### config.mk
export PLATFORM = sky130hd
export DESIGN_NAME = f8_core
export DESIGN_NICKNAME = d
export VERILOG_FILES = /design/src/hdl/f8_pkg.sv /design/src/hdl/f8_wb_if.sv /design/src/hdl/f8_alu.sv /design/src/hdl/f8_fetch.sv /design/src/hdl/f8_exec.sv /design/src/hdl/f8_writeback.sv /design/src/hdl/f8_core.sv
export SDC_FILE = /design/constraint.sdc
export NUM_CORES = 1
export LEC_CHECK = 0
export ABC_AREA = 1
export BUFFER_PORTS_ARGS = -buffer_cell sky130_fd_sc_hd__buf_2
export CAP_MARGIN = 30
export CORE_ASPECT_RATIO = 2
export CORE_UTILIZATION = 45
export CTS_CLUSTER_DIAMETER = 150
export DETAILED_ROUTE_END_ITERATION = 10
export HOLD_SLACK_MARGIN = 0.05
export PLACE_DENSITY = 0.66
export SKIP_LAST_GASP = 1
export SYNTH_ARGS = -nofsm -noshare
export SYNTH_HDL_FRONTEND = slang
export SYNTH_SLANG_ARGS = --single-unit
### constraint.sdc
create_clock -name clk -period 6.7 [get_ports clk]
set_input_delay 1.005 -clock clk [delete_from_list [all_inputs] [get_ports clk]]
set_output_delay 1.005 -clock clk [all_outputs]
set_load 0.005 [all_outputs]
### src/hdl/f8_pkg.sv
package f8_pkg;

	typedef logic [7:0] byte_t;
	typedef logic [15:0] word_t;
	typedef logic [23:0] inst_t;
	typedef logic [7:0] flags_t;
	typedef logic [1:0] byte_en_t;
	typedef logic reg_sel_t;

	// flag bit positions
	localparam int FLAG_C = 1;
	localparam int FLAG_N = 2;
	localparam int FLAG_Z = 3;

	typedef enum logic [7:0] {
		OP_SUB_XL_IMM = 8'h00,
		OP_ADD_XL_IMM = 8'h20,
		OP_OR_XL_IMM  = 8'h40,
		OP_AND_XL_IMM = 8'h50,
		OP_XOR_XL_IMM = 8'h60,
		OP_CP_XL_IMM  = 8'h70,
		OP_LD_XL_IMM  = 8'h80,
		OP_LD_XL_DIR  = 8'h81,
		OP_LD_IY_XL   = 8'h88,
		OP_JP_IMM     = 8'h90,
		OP_LDW_Y_IMM  = 8'hb0,
		OP_JR         = 8'hd0,
		OP_JRZ        = 8'hd2,
		OP_JRNZ       = 8'hd3,
		OP_JRC        = 8'hd4,
		OP_JRNC       = 8'hd5,
		OP_NOP        = 8'h08,
		OP_TRAP       = 8'h09
	} opcode_t;

	typedef enum logic [2:0] {
		ALU_ADD,
		ALU_SUB,
		ALU_AND,
		ALU_OR,
		ALU_XOR,
		ALU_PASS
	} alu_op_t;

	// opcode byte plus immediates
	function automatic logic [1:0] inst_len(input byte_t op);
		case (op)
			OP_SUB_XL_IMM, OP_ADD_XL_IMM, OP_OR_XL_IMM, OP_AND_XL_IMM,
			OP_XOR_XL_IMM, OP_CP_XL_IMM, OP_LD_XL_IMM,
			OP_JR, OP_JRZ, OP_JRNZ, OP_JRC, OP_JRNC:
				return 2'd2;
			OP_LDW_Y_IMM, OP_LD_XL_DIR, OP_JP_IMM:
				return 2'd3;
			default:
				return 2'd1;
		endcase
	endfunction

	// zero for anything that is not a relative jump
	function automatic logic branch_taken(input byte_t op, input flags_t f);
		case (op)
			OP_JR:   return 1'b1;
			OP_JRZ:  return f[FLAG_Z];
			OP_JRNZ: return !f[FLAG_Z];
			OP_JRC:  return f[FLAG_C];
			OP_JRNC: return !f[FLAG_C];
			default: return 1'b0;
		endcase
	endfunction

endpackage

### src/hdl/f8_wb_if.sv
`timescale 1ns/1ps

interface f8_wb_if import f8_pkg::*; ();
	byte_en_t reg_en;
	reg_sel_t reg_sel;
	word_t reg_data;

	// byte store request
	byte_en_t mem_en;
	word_t mem_addr;
	word_t mem_data;

	modport source (
		output reg_en, reg_sel, reg_data,
		output mem_en, mem_addr, mem_data
	);

	modport sink (
		input reg_en, reg_sel, reg_data,
		input mem_en, mem_addr, mem_data
	);
endinterface

### src/hdl/f8_alu.sv
`timescale 1ns/1ps

module f8_alu import f8_pkg::*; (
	input alu_op_t op,
	input byte_t a,
	input byte_t b,
	input logic c_in,
	output byte_t result,
	output logic c_out,
	output logic z_out,
	output logic n_out
);

	logic [8:0] sum;
	logic [8:0] diff;

	assign sum = {1'b0, a} + {1'b0, b};
	// bit 8 is the borrow, set when a < b
	assign diff = {1'b0, a} - {1'b0, b};

	always_comb
	begin
		c_out = c_in;
		case (op)
			ALU_ADD:
			begin
				result = sum[7:0];
				c_out = sum[8];
			end
			ALU_SUB:
			begin
				result = diff[7:0];
				c_out = diff[8];
			end
			ALU_AND:
				result = a & b;
			ALU_OR:
				result = a | b;
			ALU_XOR:
				result = a ^ b;
			default:
				result = b;
		endcase
	end

	assign z_out = (result == 8'h00);
	assign n_out = result[7];

endmodule

### src/hdl/f8_fetch.sv
`timescale 1ns/1ps

module f8_fetch import f8_pkg::*; #(
	parameter word_t RESET_VECTOR = 16'h4000
) (
	input logic clk,
	input logic reset,
	input inst_t iread_data,
	input flags_t next_flags,
	output word_t iread_addr,
	output word_t dread_addr,
	output inst_t inst
);

	word_t pc;
	word_t next_pc;
	byte_t opcode;
	logic [1:0] len;
	word_t disp;

	assign opcode = iread_data[7:0];
	assign len = inst_len(opcode);

	// jr displacement, sign extended
	assign disp = {{8{iread_data[15]}}, iread_data[15:8]};

	assign iread_addr = pc;

	always_comb
	begin
		if (opcode == OP_JP_IMM)
			next_pc = iread_data[23:8];
		// condition sees flags of the instruction now in execute
		else if (branch_taken(opcode, next_flags))
			next_pc = pc + disp;
		else
			next_pc = pc + {14'd0, len};
	end

	// data arrives one cycle later, in the execute cycle
	always_comb
	begin
		if (opcode == OP_LD_XL_DIR)
			dread_addr = iread_data[23:8];
		else
			dread_addr = '0;
	end

	always_ff @(posedge clk)
	begin
		if (reset)
		begin
			pc <= RESET_VECTOR;
			inst <= {16'h0000, OP_NOP};
		end
		else
		begin
			pc <= next_pc;
			inst <= iread_data;
		end
	end

	a_len_range: assert property (
		@(posedge clk) disable iff (reset)
		len inside {[2'd1:2'd3]}
	) else $error("fetch: bad instruction length %0d at %h", len, pc);

endmodule

### src/hdl/f8_exec.sv
`timescale 1ns/1ps

module f8_exec import f8_pkg::*; (
	input logic clk,
	input logic reset,
	input inst_t inst,
	input word_t dread_data,
	input word_t x,
	input word_t y,
	output flags_t next_flags,
	output logic trap,
	f8_wb_if.source wb
);

	byte_t opcode;
	byte_t imm;
	alu_op_t alu_op;
	byte_t alu_b;
	byte_t alu_result;
	logic c_out;
	logic z_out;
	logic n_out;
	logic arith;
	logic logic_op;
	flags_t flags;

	assign opcode = inst[7:0];
	assign imm = inst[15:8];

	always_comb
	begin
		alu_op = ALU_PASS;
		arith = 1'b0;
		logic_op = 1'b0;
		case (opcode)
			OP_ADD_XL_IMM:
			begin
				alu_op = ALU_ADD;
				arith = 1'b1;
			end
			// cp runs as sub without writing the result
			OP_SUB_XL_IMM, OP_CP_XL_IMM:
			begin
				alu_op = ALU_SUB;
				arith = 1'b1;
			end
			OP_AND_XL_IMM:
			begin
				alu_op = ALU_AND;
				logic_op = 1'b1;
			end
			OP_OR_XL_IMM:
			begin
				alu_op = ALU_OR;
				logic_op = 1'b1;
			end
			OP_XOR_XL_IMM:
			begin
				alu_op = ALU_XOR;
				logic_op = 1'b1;
			end
			default:
				alu_op = ALU_PASS;
		endcase
	end

	assign alu_b = (opcode == OP_LD_XL_DIR) ? dread_data[7:0] : imm;

	f8_alu u_alu (
		.op(alu_op),
		.a(x[7:0]),
		.b(alu_b),
		.c_in(flags[FLAG_C]),
		.result(alu_result),
		.c_out(c_out),
		.z_out(z_out),
		.n_out(n_out)
	);

	always_comb
	begin
		next_flags = '0;
		next_flags[FLAG_C] = arith ? c_out : flags[FLAG_C];
		next_flags[FLAG_N] = (arith || logic_op) ? n_out : flags[FLAG_N];
		next_flags[FLAG_Z] = (arith || logic_op) ? z_out : flags[FLAG_Z];
	end

	always_ff @(posedge clk)
	begin
		if (reset)
			flags <= '0;
		else
			flags <= next_flags;
	end

	always_comb
	begin
		wb.reg_en = 2'b00;
		wb.reg_sel = 1'b0;
		wb.reg_data = {8'h00, alu_result};
		wb.mem_en = 2'b00;
		wb.mem_addr = y;
		wb.mem_data = x;
		case (opcode)
			OP_ADD_XL_IMM, OP_SUB_XL_IMM, OP_AND_XL_IMM, OP_OR_XL_IMM,
			OP_XOR_XL_IMM, OP_LD_XL_IMM, OP_LD_XL_DIR:
				wb.reg_en = 2'b01;
			OP_LDW_Y_IMM:
			begin
				wb.reg_en = 2'b11;
				wb.reg_sel = 1'b1;
				wb.reg_data = inst[23:8];
			end
			OP_LD_IY_XL:
				wb.mem_en = 2'b01;
			default:
				wb.reg_en = 2'b00;
		endcase
	end

	assign trap = (opcode == OP_TRAP);

	a_one_write: assert property (
		@(posedge clk) disable iff (reset)
		!(wb.reg_en != 2'b00 && wb.mem_en != 2'b00)
	) else $error("exec: register and memory write in the same cycle");

endmodule

### src/hdl/f8_writeback.sv
`timescale 1ns/1ps

module f8_writeback import f8_pkg::*; (
	input logic clk,
	input logic reset,
	f8_wb_if.sink wb,
	output word_t x,
	output word_t y,
	output word_t dwrite_addr,
	output word_t dwrite_data,
	output byte_en_t dwrite_en
);

	// index 0 is X, 1 is Y
	word_t regs [2];

	assign x = regs[0];
	assign y = regs[1];

	always_ff @(posedge clk)
	begin
		for (int b = 0; b < 2; b++)
		begin
			if (wb.reg_en[b])
				regs[wb.reg_sel][b*8 +: 8] <= wb.reg_data[b*8 +: 8];
		end
	end

	// store goes out in the execute cycle
	assign dwrite_addr = wb.mem_addr;
	assign dwrite_data = wb.mem_data;
	assign dwrite_en = reset ? 2'b00 : wb.mem_en;

	// high lane alone never fires
	a_no_high_store: assert property (
		@(posedge clk) disable iff (reset)
		dwrite_en != 2'b10
	) else $error("writeback: high-byte-only store to %h", dwrite_addr);

endmodule

### src/hdl/f8_core.sv
`timescale 1ns/1ps

module f8_core import f8_pkg::*; #(
	parameter word_t RESET_VECTOR = 16'h4000
) (
	output word_t iread_addr,
	input inst_t iread_data,
	output word_t dread_addr,
	input word_t dread_data,
	output word_t dwrite_addr,
	output word_t dwrite_data,
	output byte_en_t dwrite_en,
	output logic trap,
	input logic clk,
	input logic reset
);

	inst_t inst;
	flags_t next_flags;
	word_t x;
	word_t y;

	f8_wb_if wb ();

	f8_fetch #(
		.RESET_VECTOR(RESET_VECTOR)
	) u_fetch (
		.clk(clk),
		.reset(reset),
		.iread_data(iread_data),
		.next_flags(next_flags),
		.iread_addr(iread_addr),
		.dread_addr(dread_addr),
		.inst(inst)
	);

	f8_exec u_exec (
		.clk(clk),
		.reset(reset),
		.inst(inst),
		.dread_data(dread_data),
		.x(x),
		.y(y),
		.next_flags(next_flags),
		.trap(trap),
		.wb(wb.source)
	);

	f8_writeback u_writeback (
		.clk(clk),
		.reset(reset),
		.wb(wb.sink),
		.x(x),
		.y(y),
		.dwrite_addr(dwrite_addr),
		.dwrite_data(dwrite_data),
		.dwrite_en(dwrite_en)
	);

endmodule

# Word level (Yosys, flattened, before mapping)
# Memories as Yosys holds them, arrays and structs flattened.
# Cells that the tools add are included.
[word_totals] reg_bits=42 mem_bits_rw=32 in_bits=42 output_inout_bits=67 elab_cells=75 mem_count=1
[mem_list] memory="u_writeback.regs" words=2 word_bits=16 rd=2 rd_clocked_by_memory_dff=0 wr=1 line="f8_writeback.sv:15" rtl="word_t regs [2];"
[op_classes] add_sub_neg=4 eq_ne=28 mux=23 n_bitwise=3 reduce_logical=13
[ops] op="== test 8 bit (second input constant)" count=13
[ops] op="== test 8 x 7 -> 1 bit (second input constant)" count=8
[ops] op="two-way mux 16 bit" count=4
[ops] op="one-hot mux 8 bit (5 select lines)" count=1
[ops] op="zero test 8 bit" count=3
[ops] op="adder 16 bit" count=1
[ops] op="adder 16 x 2 -> 16 bit" count=1
[ops] op="== test 8 x 6 -> 1 bit (second input constant)" count=2
[ops] op="one-hot mux 3 bit (5 select lines)" count=1
[ops] op="two-way mux 1 bit" count=12
[ops] op="OR reduction 12 bit" count=1
[ops] op="adder 8 x 8 -> 9 bit" count=1
[ops] op="OR reduction 3 bit" count=3
[ops] op="subtractor 8 x 8 -> 9 bit" count=1
[ops] op="AND 8 bit" count=1
[ops] op="== test 8 x 4 -> 1 bit (second input constant)" count=1
[ops] op="two-way mux 8 bit" count=1
[ops] op="bitwise OR 8 bit" count=1
[ops] op="one-hot mux 2 bit (2 select lines)" count=2
[ops] op="XOR 8 bit" count=1
[ops] op="OR reduction 7 bit" count=1
[ops] op="== test 3 x 2 -> 1 bit (second input constant)" count=2
[ops] op="one-hot mux 1 bit (5 select lines)" count=1
[ops] op="== test 3 x 1 -> 1 bit (second input constant)" count=1
[ops] op="other kinds (6)" count=7

# Logic depth before layout (Yosys ltp)
[depth] ltp_word=12 ltp_mapped=44 mapped_depth_nobuf=43

# Cells and area by module
# Synthesis repeated with hierarchy kept, for this count alone.
[hier_totals] cells_unflattened=832 hier_area_um2=5885.6
[modules_own_cells] module="f8_fetch" n_inst=1 cells_per_inst=355 area_per_inst_um2=2399.8 seq_area_each_um2=800.8
[modules_own_cells] module="f8_alu" n_inst=1 cells_per_inst=228 area_per_inst_um2=1273.7 seq_area_each_um2=0.0
[modules_own_cells] module="f8_writeback" n_inst=1 cells_per_inst=76 area_per_inst_um2=1246.2 seq_area_each_um2=960.9
[modules_own_cells] module="f8_exec" n_inst=1 cells_per_inst=173 area_per_inst_um2=965.9 seq_area_each_um2=60.1

# Least setup slack after synthesis
# No wires, ideal clock.
[synth_path] path_type="input to register" start="input dread_data[5]" end="register u_fetch.pc[14], in the netlist u_fetch.iread_addr[14]" setup_ps=115 t_arrival_ps=4913 path_slack_ps=1673 stages=36 path_cell_list="inv_1 o21ai_2 inv_1 ha_1 buf_2 inv_1 a21oi_1 nand3_1 nand2_1 inv_1 o21ai_1 nand2_1 nand3_1 nand2_1 nand2_1 nand2_1 a21oi_1 nand3_4 o21ai_0 inv_1 ha_1 fa_1 nand3_1 nand2_1 nand2_1 nand2_1 a21oi_1 o21ai_1 a21boi_0 o21ai_1 nand2_1 inv_1 o21ai_1 nand3b_1 nand3_1 nand2_1"
[synth_via] elab_chain_cells=10 word_cells_on_any_way=17
[synth_lines] item="start, declared" line="f8_core.sv:9" rtl="input word_t dread_data,"
[synth_lines] item="two-way mux 8 bit *" line="f8_exec.sv:67" rtl="assign alu_b = (opcode == OP_LD_XL_DIR) ? dread_data[7:0] : imm;"
[synth_lines] item="subtractor 8 x 8 -> 9 bit (tied with other cells)" line="f8_alu.sv:19" rtl="assign diff = {1'b0, a} - {1'b0, b};"
[synth_lines] item="one-hot mux 8 bit (5 select lines)" line="f8_alu.sv:24" rtl="case (op)"
[synth_lines] item="zero test 8 bit" line="f8_alu.sv:46" rtl="assign z_out = (result == 8'h00);"
[synth_lines] item="two-way mux 1 bit" line="f8_exec.sv:85" rtl="next_flags[FLAG_Z] = (arith || logic_op) ? z_out : flags[FLAG_Z];"
[synth_lines] item="zero test 1 bit" line="f8_pkg.sv:64" rtl="OP_JRNZ: return !f[FLAG_Z];"
[synth_lines] item="one-hot mux 1 bit (5 select lines) *" line="f8_pkg.sv:61" rtl="case (op)"
[synth_lines] item="two-way mux 1 bit *" line="f8_fetch.sv:31" rtl="if (opcode == OP_JP_IMM)"
[synth_lines] item="two-way mux 16 bit *" line="f8_fetch.sv:34" rtl="else if (branch_taken(opcode, next_flags))"
[synth_lines] item="two-way mux 16 bit *" line="f8_fetch.sv:31"
[synth_lines] item="end signal, assigned" line="f8_fetch.sv:58" rtl="pc <= next_pc;"
[synth_lines] item="end, declared" line="f8_fetch.sv:15" rtl="word_t pc;"
# Mark *: on every way between the ends. The rest lies on a longest branch, timed or not. The select of a mux whose other input is x is not followed.
# A chain may end at the register's enable or synchronous reset.

# Worst setup path in the final report
[layout_path] start="register u_fetch.inst[7]" end="register u_fetch.pc[14], in the netlist u_fetch.iread_addr[14]"
[layout_via] elab_chain_cells=12 word_cells_on_any_way=36
[layout_lines] item="start, declared" line="f8_fetch.sv:12" rtl="output inst_t inst"
[layout_lines] item="start signal, assigned" line="f8_fetch.sv:54" rtl="inst <= {16'h0000, OP_NOP};"
[layout_lines] item="start signal, assigned" line="f8_fetch.sv:59" rtl="inst <= iread_data;"
[layout_lines] item="branches (longest 8 deep; another with subtractor 8 x 8 -> 9 bit)"
[layout_lines] item="one-hot mux 1 bit (5 select lines) *" line="f8_pkg.sv:61"
[layout_lines] item="two-way mux 1 bit *" line="f8_fetch.sv:31"
[layout_lines] item="two-way mux 16 bit *" line="f8_fetch.sv:34"
[layout_lines] item="two-way mux 16 bit *" line="f8_fetch.sv:31"
# Mark *: on every way between the ends. The select of a mux whose other input is x is not followed.

==> summary.txt <==
Run status
  • Status: finished clean

Yosys
  • Area of the mapped netlist: a little under 5000 µm²
  • Synth area leaders: edfxtp_1, dfxtp_1, ha_1
  • #FFs+latches synth: 74
  • Cells after Synth: 663
  • Largest area contributor in the netlist: edfxtp_1
  • Library cells used by synthesis: 47
  • Most frequent cell after synthesis: inv_1
  • Syn. warnings: 0
  • Top FF cell, synth: dfxtp_1
  • Number of synthesized flops with an enable pin: 32
  • Async S/R FF share, synth: 0%
  • Syn avg cell area: between 7 and 8 µm²
  • Share of the yosys chip area belonging to registers: between 30 and 40%
  • Top-area cell type share of the netlist area: between 10% and 20%
  • Synth top cells by count: inv_1, nand2_1, nor2_1

Route
  • WL final: 13.6 mm
  • Drt first pass iters: 5
  • DR vias/cell: just over 5
  • Antenna-violating nets left: 0
  • Average wire per standard cell: 15.0 µm
  • 1st-iter DRT viols: 320
  • Via count: about 4600
  • # DRC: 0

CTS
  • Clk_lat worst skew: around 340 ps
  • CTS tree: done
  • Cts hold-fix bufs: 0
  • # Post-CTS Setup Buffers: 0
  • Root Driver: clkbuf_16
  • Total CTS buffers: 9
  • CTS resizes: 0
  • Clock Path Buffers: 2
  • H-tree levels: 3
  • Clock Sinks: 74
  • Reg clk slew, reported paths: 60 ps

Run
  • Max Cap Viol: 0

Floorplanning
  • Die Ht: 151 µm
  • Core Footprint: about 11000 µm²
  • Starting Density: a little under half
  • Full die area: 11500 µm²
  • IO Pins: 109
  • Row Count: 53
  • Chip width: approximately 76 µm

Timing
  • Fmax: 0.165 GHz
  • Worst clock skew: 5.62 ps
  • Max_slew headroom: 52.2%
  • Setup violators final: 0
  • Setup TNS: 0 ps
  • Clock period minus worst slack: 6040 ps
  • Hold violation count in the final report: 0
  • Setup WS post-layout: 657 ps
  • Final Cycle Share: about nine tenths
  • Worst slew pin tran: 717 ps
  • RSZ-0062 raised after global routing: false
  • Final Max Slew Viols: 0

Power
  • Pwr Density: between 150 and 200 nW/µm²
  • Max VDD drop: between 0.0001 and 0.00015 V
  • Static Leakage: around 3.2 nW

Final layout
  • Ratio of cells with drive above 1 in the final layout: between 20% and 30%
  • Fillers: 1065
  • Diode count: 0
  • Layout area overhead: 19.4%
  • # nets final: approximately 850

Setup path
  • Data arrival time of the critical path: 6280 ps
  • Crit path max-delay family: simple AND/OR/NAND/NOR gates
  • WS Path Type: reg2reg
  • Crit path max fanout: 17
  • Critical-path top delay cell: fa_1
  • CP required: a little under 7000 ps
  • Critical path's most frequent cell: nand2_1
  • CP endpoint kind: flop
  • Crit start category: flop
  • Buf/Inv on CP: 5
  • Max stage delay on crit path: approximately 400 ps

Min path
  • Worst Hold Class: reg2reg

GRT
  • Total track usage: between 20% and 30%
  • First-pass GRT wire length: approximately 22 mm
  • Largest net degree at the start of global routing: 42
  • Gr ovfl total: 0
  • Number of global-route vias before repair: between 4000 and 5000
  • Initial antenna violation count: 0

Placement
  • Port buffer count: 99
  • Hpwl dp: roughly 11 mm
  • Setup WS pre-CTS: roughly 700 ps
  • Gpl congestion: 0.970
[placed cells by master, fill, tap and decap left out, types with 27 or more instances in the layout]
| master | count |
|---|---|
| o21ai_0 | 27 |
| a21oi_1 | 38 |
| inv_1 | 125 |
| dfxtp_1 | 42 |
| buf_2 | 99 |
| nand2_1 | 99 |
| ha_1 | 41 |
| nor2_1 | 96 |
| nand3_1 | 44 |
| edfxtp_1 | 32 |
[final timing paths]
kind                               from                                 to  slack (ps)  cells past startpoint
max          u_fetch.inst[7]$_SDFF_PP0_  u_fetch.iread_addr[14]$_SDFF_PP1_         660                     38
min          u_exec.flags[3]$_SDFF_PP0_         u_exec.flags[3]$_SDFF_PP0_         520                      2
max reg2reg  u_fetch.inst[7]$_SDFF_PP0_  u_fetch.iread_addr[14]$_SDFF_PP1_         660                     38
min reg2reg  u_exec.flags[3]$_SDFF_PP0_         u_exec.flags[3]$_SDFF_PP0_         520                      2
[registers in the layout (all words and copies together), names as in the netlist]
| register | flops |
|---|---|
| u_fetch.iread_addr | 16 |
| u_fetch.inst | 24 |
| u_writeback.regs | 32 |
| u_exec.flags | 2 |
[worst reg2reg max path: cells and delay by family (launching register included)]
kind | cells | cell delay [ps]
flip-flops | 1 | 390
buffers and inverters | 5 | 460
AO/OA/AOI/OAI | 9 | 1610
AND/OR/NAND/NOR | 20 | 2260
adder cells (fa/ha/maj) | 4 | 1220
[report_power, final]
part	internal, mW	switching, mW
clock network	0.314	0.204
logic	0.0551	0.101
registers	0.486	0.0105
total	0.855	0.316
[routing by layer]
layer / wire (µm) / track usage (%) / vias up
li1: - / - / 2305
met4: 846 / 18.0 / 0
met2: 7420 / 47.4 / 176
met1: 4760 / 24.0 / 2100
met5: 0 / 0 / -
met3: 595 / 3.88 / 53
[stage by stage]
step	power [mW]	util (%)	hold WS, ps	std cells	area (µm²)
3_5_place_dp	0.661	52.9	514	894	5610
2_1_floorplan	0.610	-	491	671	4990
6_report	1.17	55.9	522	910	5930
3_3_place_gp	0.658	52.9	512	894	5610
4_1_cts	1.18	55.9	523	910	5930
5_1_grt	1.22	55.9	557	910	5930
[kinds of logic after synthesis]
family	share of synthesized area (%)
XOR/XNOR	2.29
AO/OA/AOI/OAI	10.2
buffers and inverters	11.6
other	0.0756
AND/OR/NAND/NOR	27.9
adder cells (fa/ha/maj)	11.5
flip-flops	36.3
[cell type report]
| cell class | count | area [µm²] | share of cell area, % |
|---|---|---|---|
| inverters | 133 | 504 | 8.51 |
| flip-flops and latches | 74 | 1800 | 30.4 |
| multi-input cells | 449 | 2620 | 44.2 |
| well taps | 137 | 171 | 2.89 |
| clock inverters | 6 | 70.1 | 1.18 |
| clock buffers | 10 | 250 | 4.22 |
| repair buffers | 101 | 510 | 8.61 |
No activity file was read; power rests on OpenSTA's default activity.
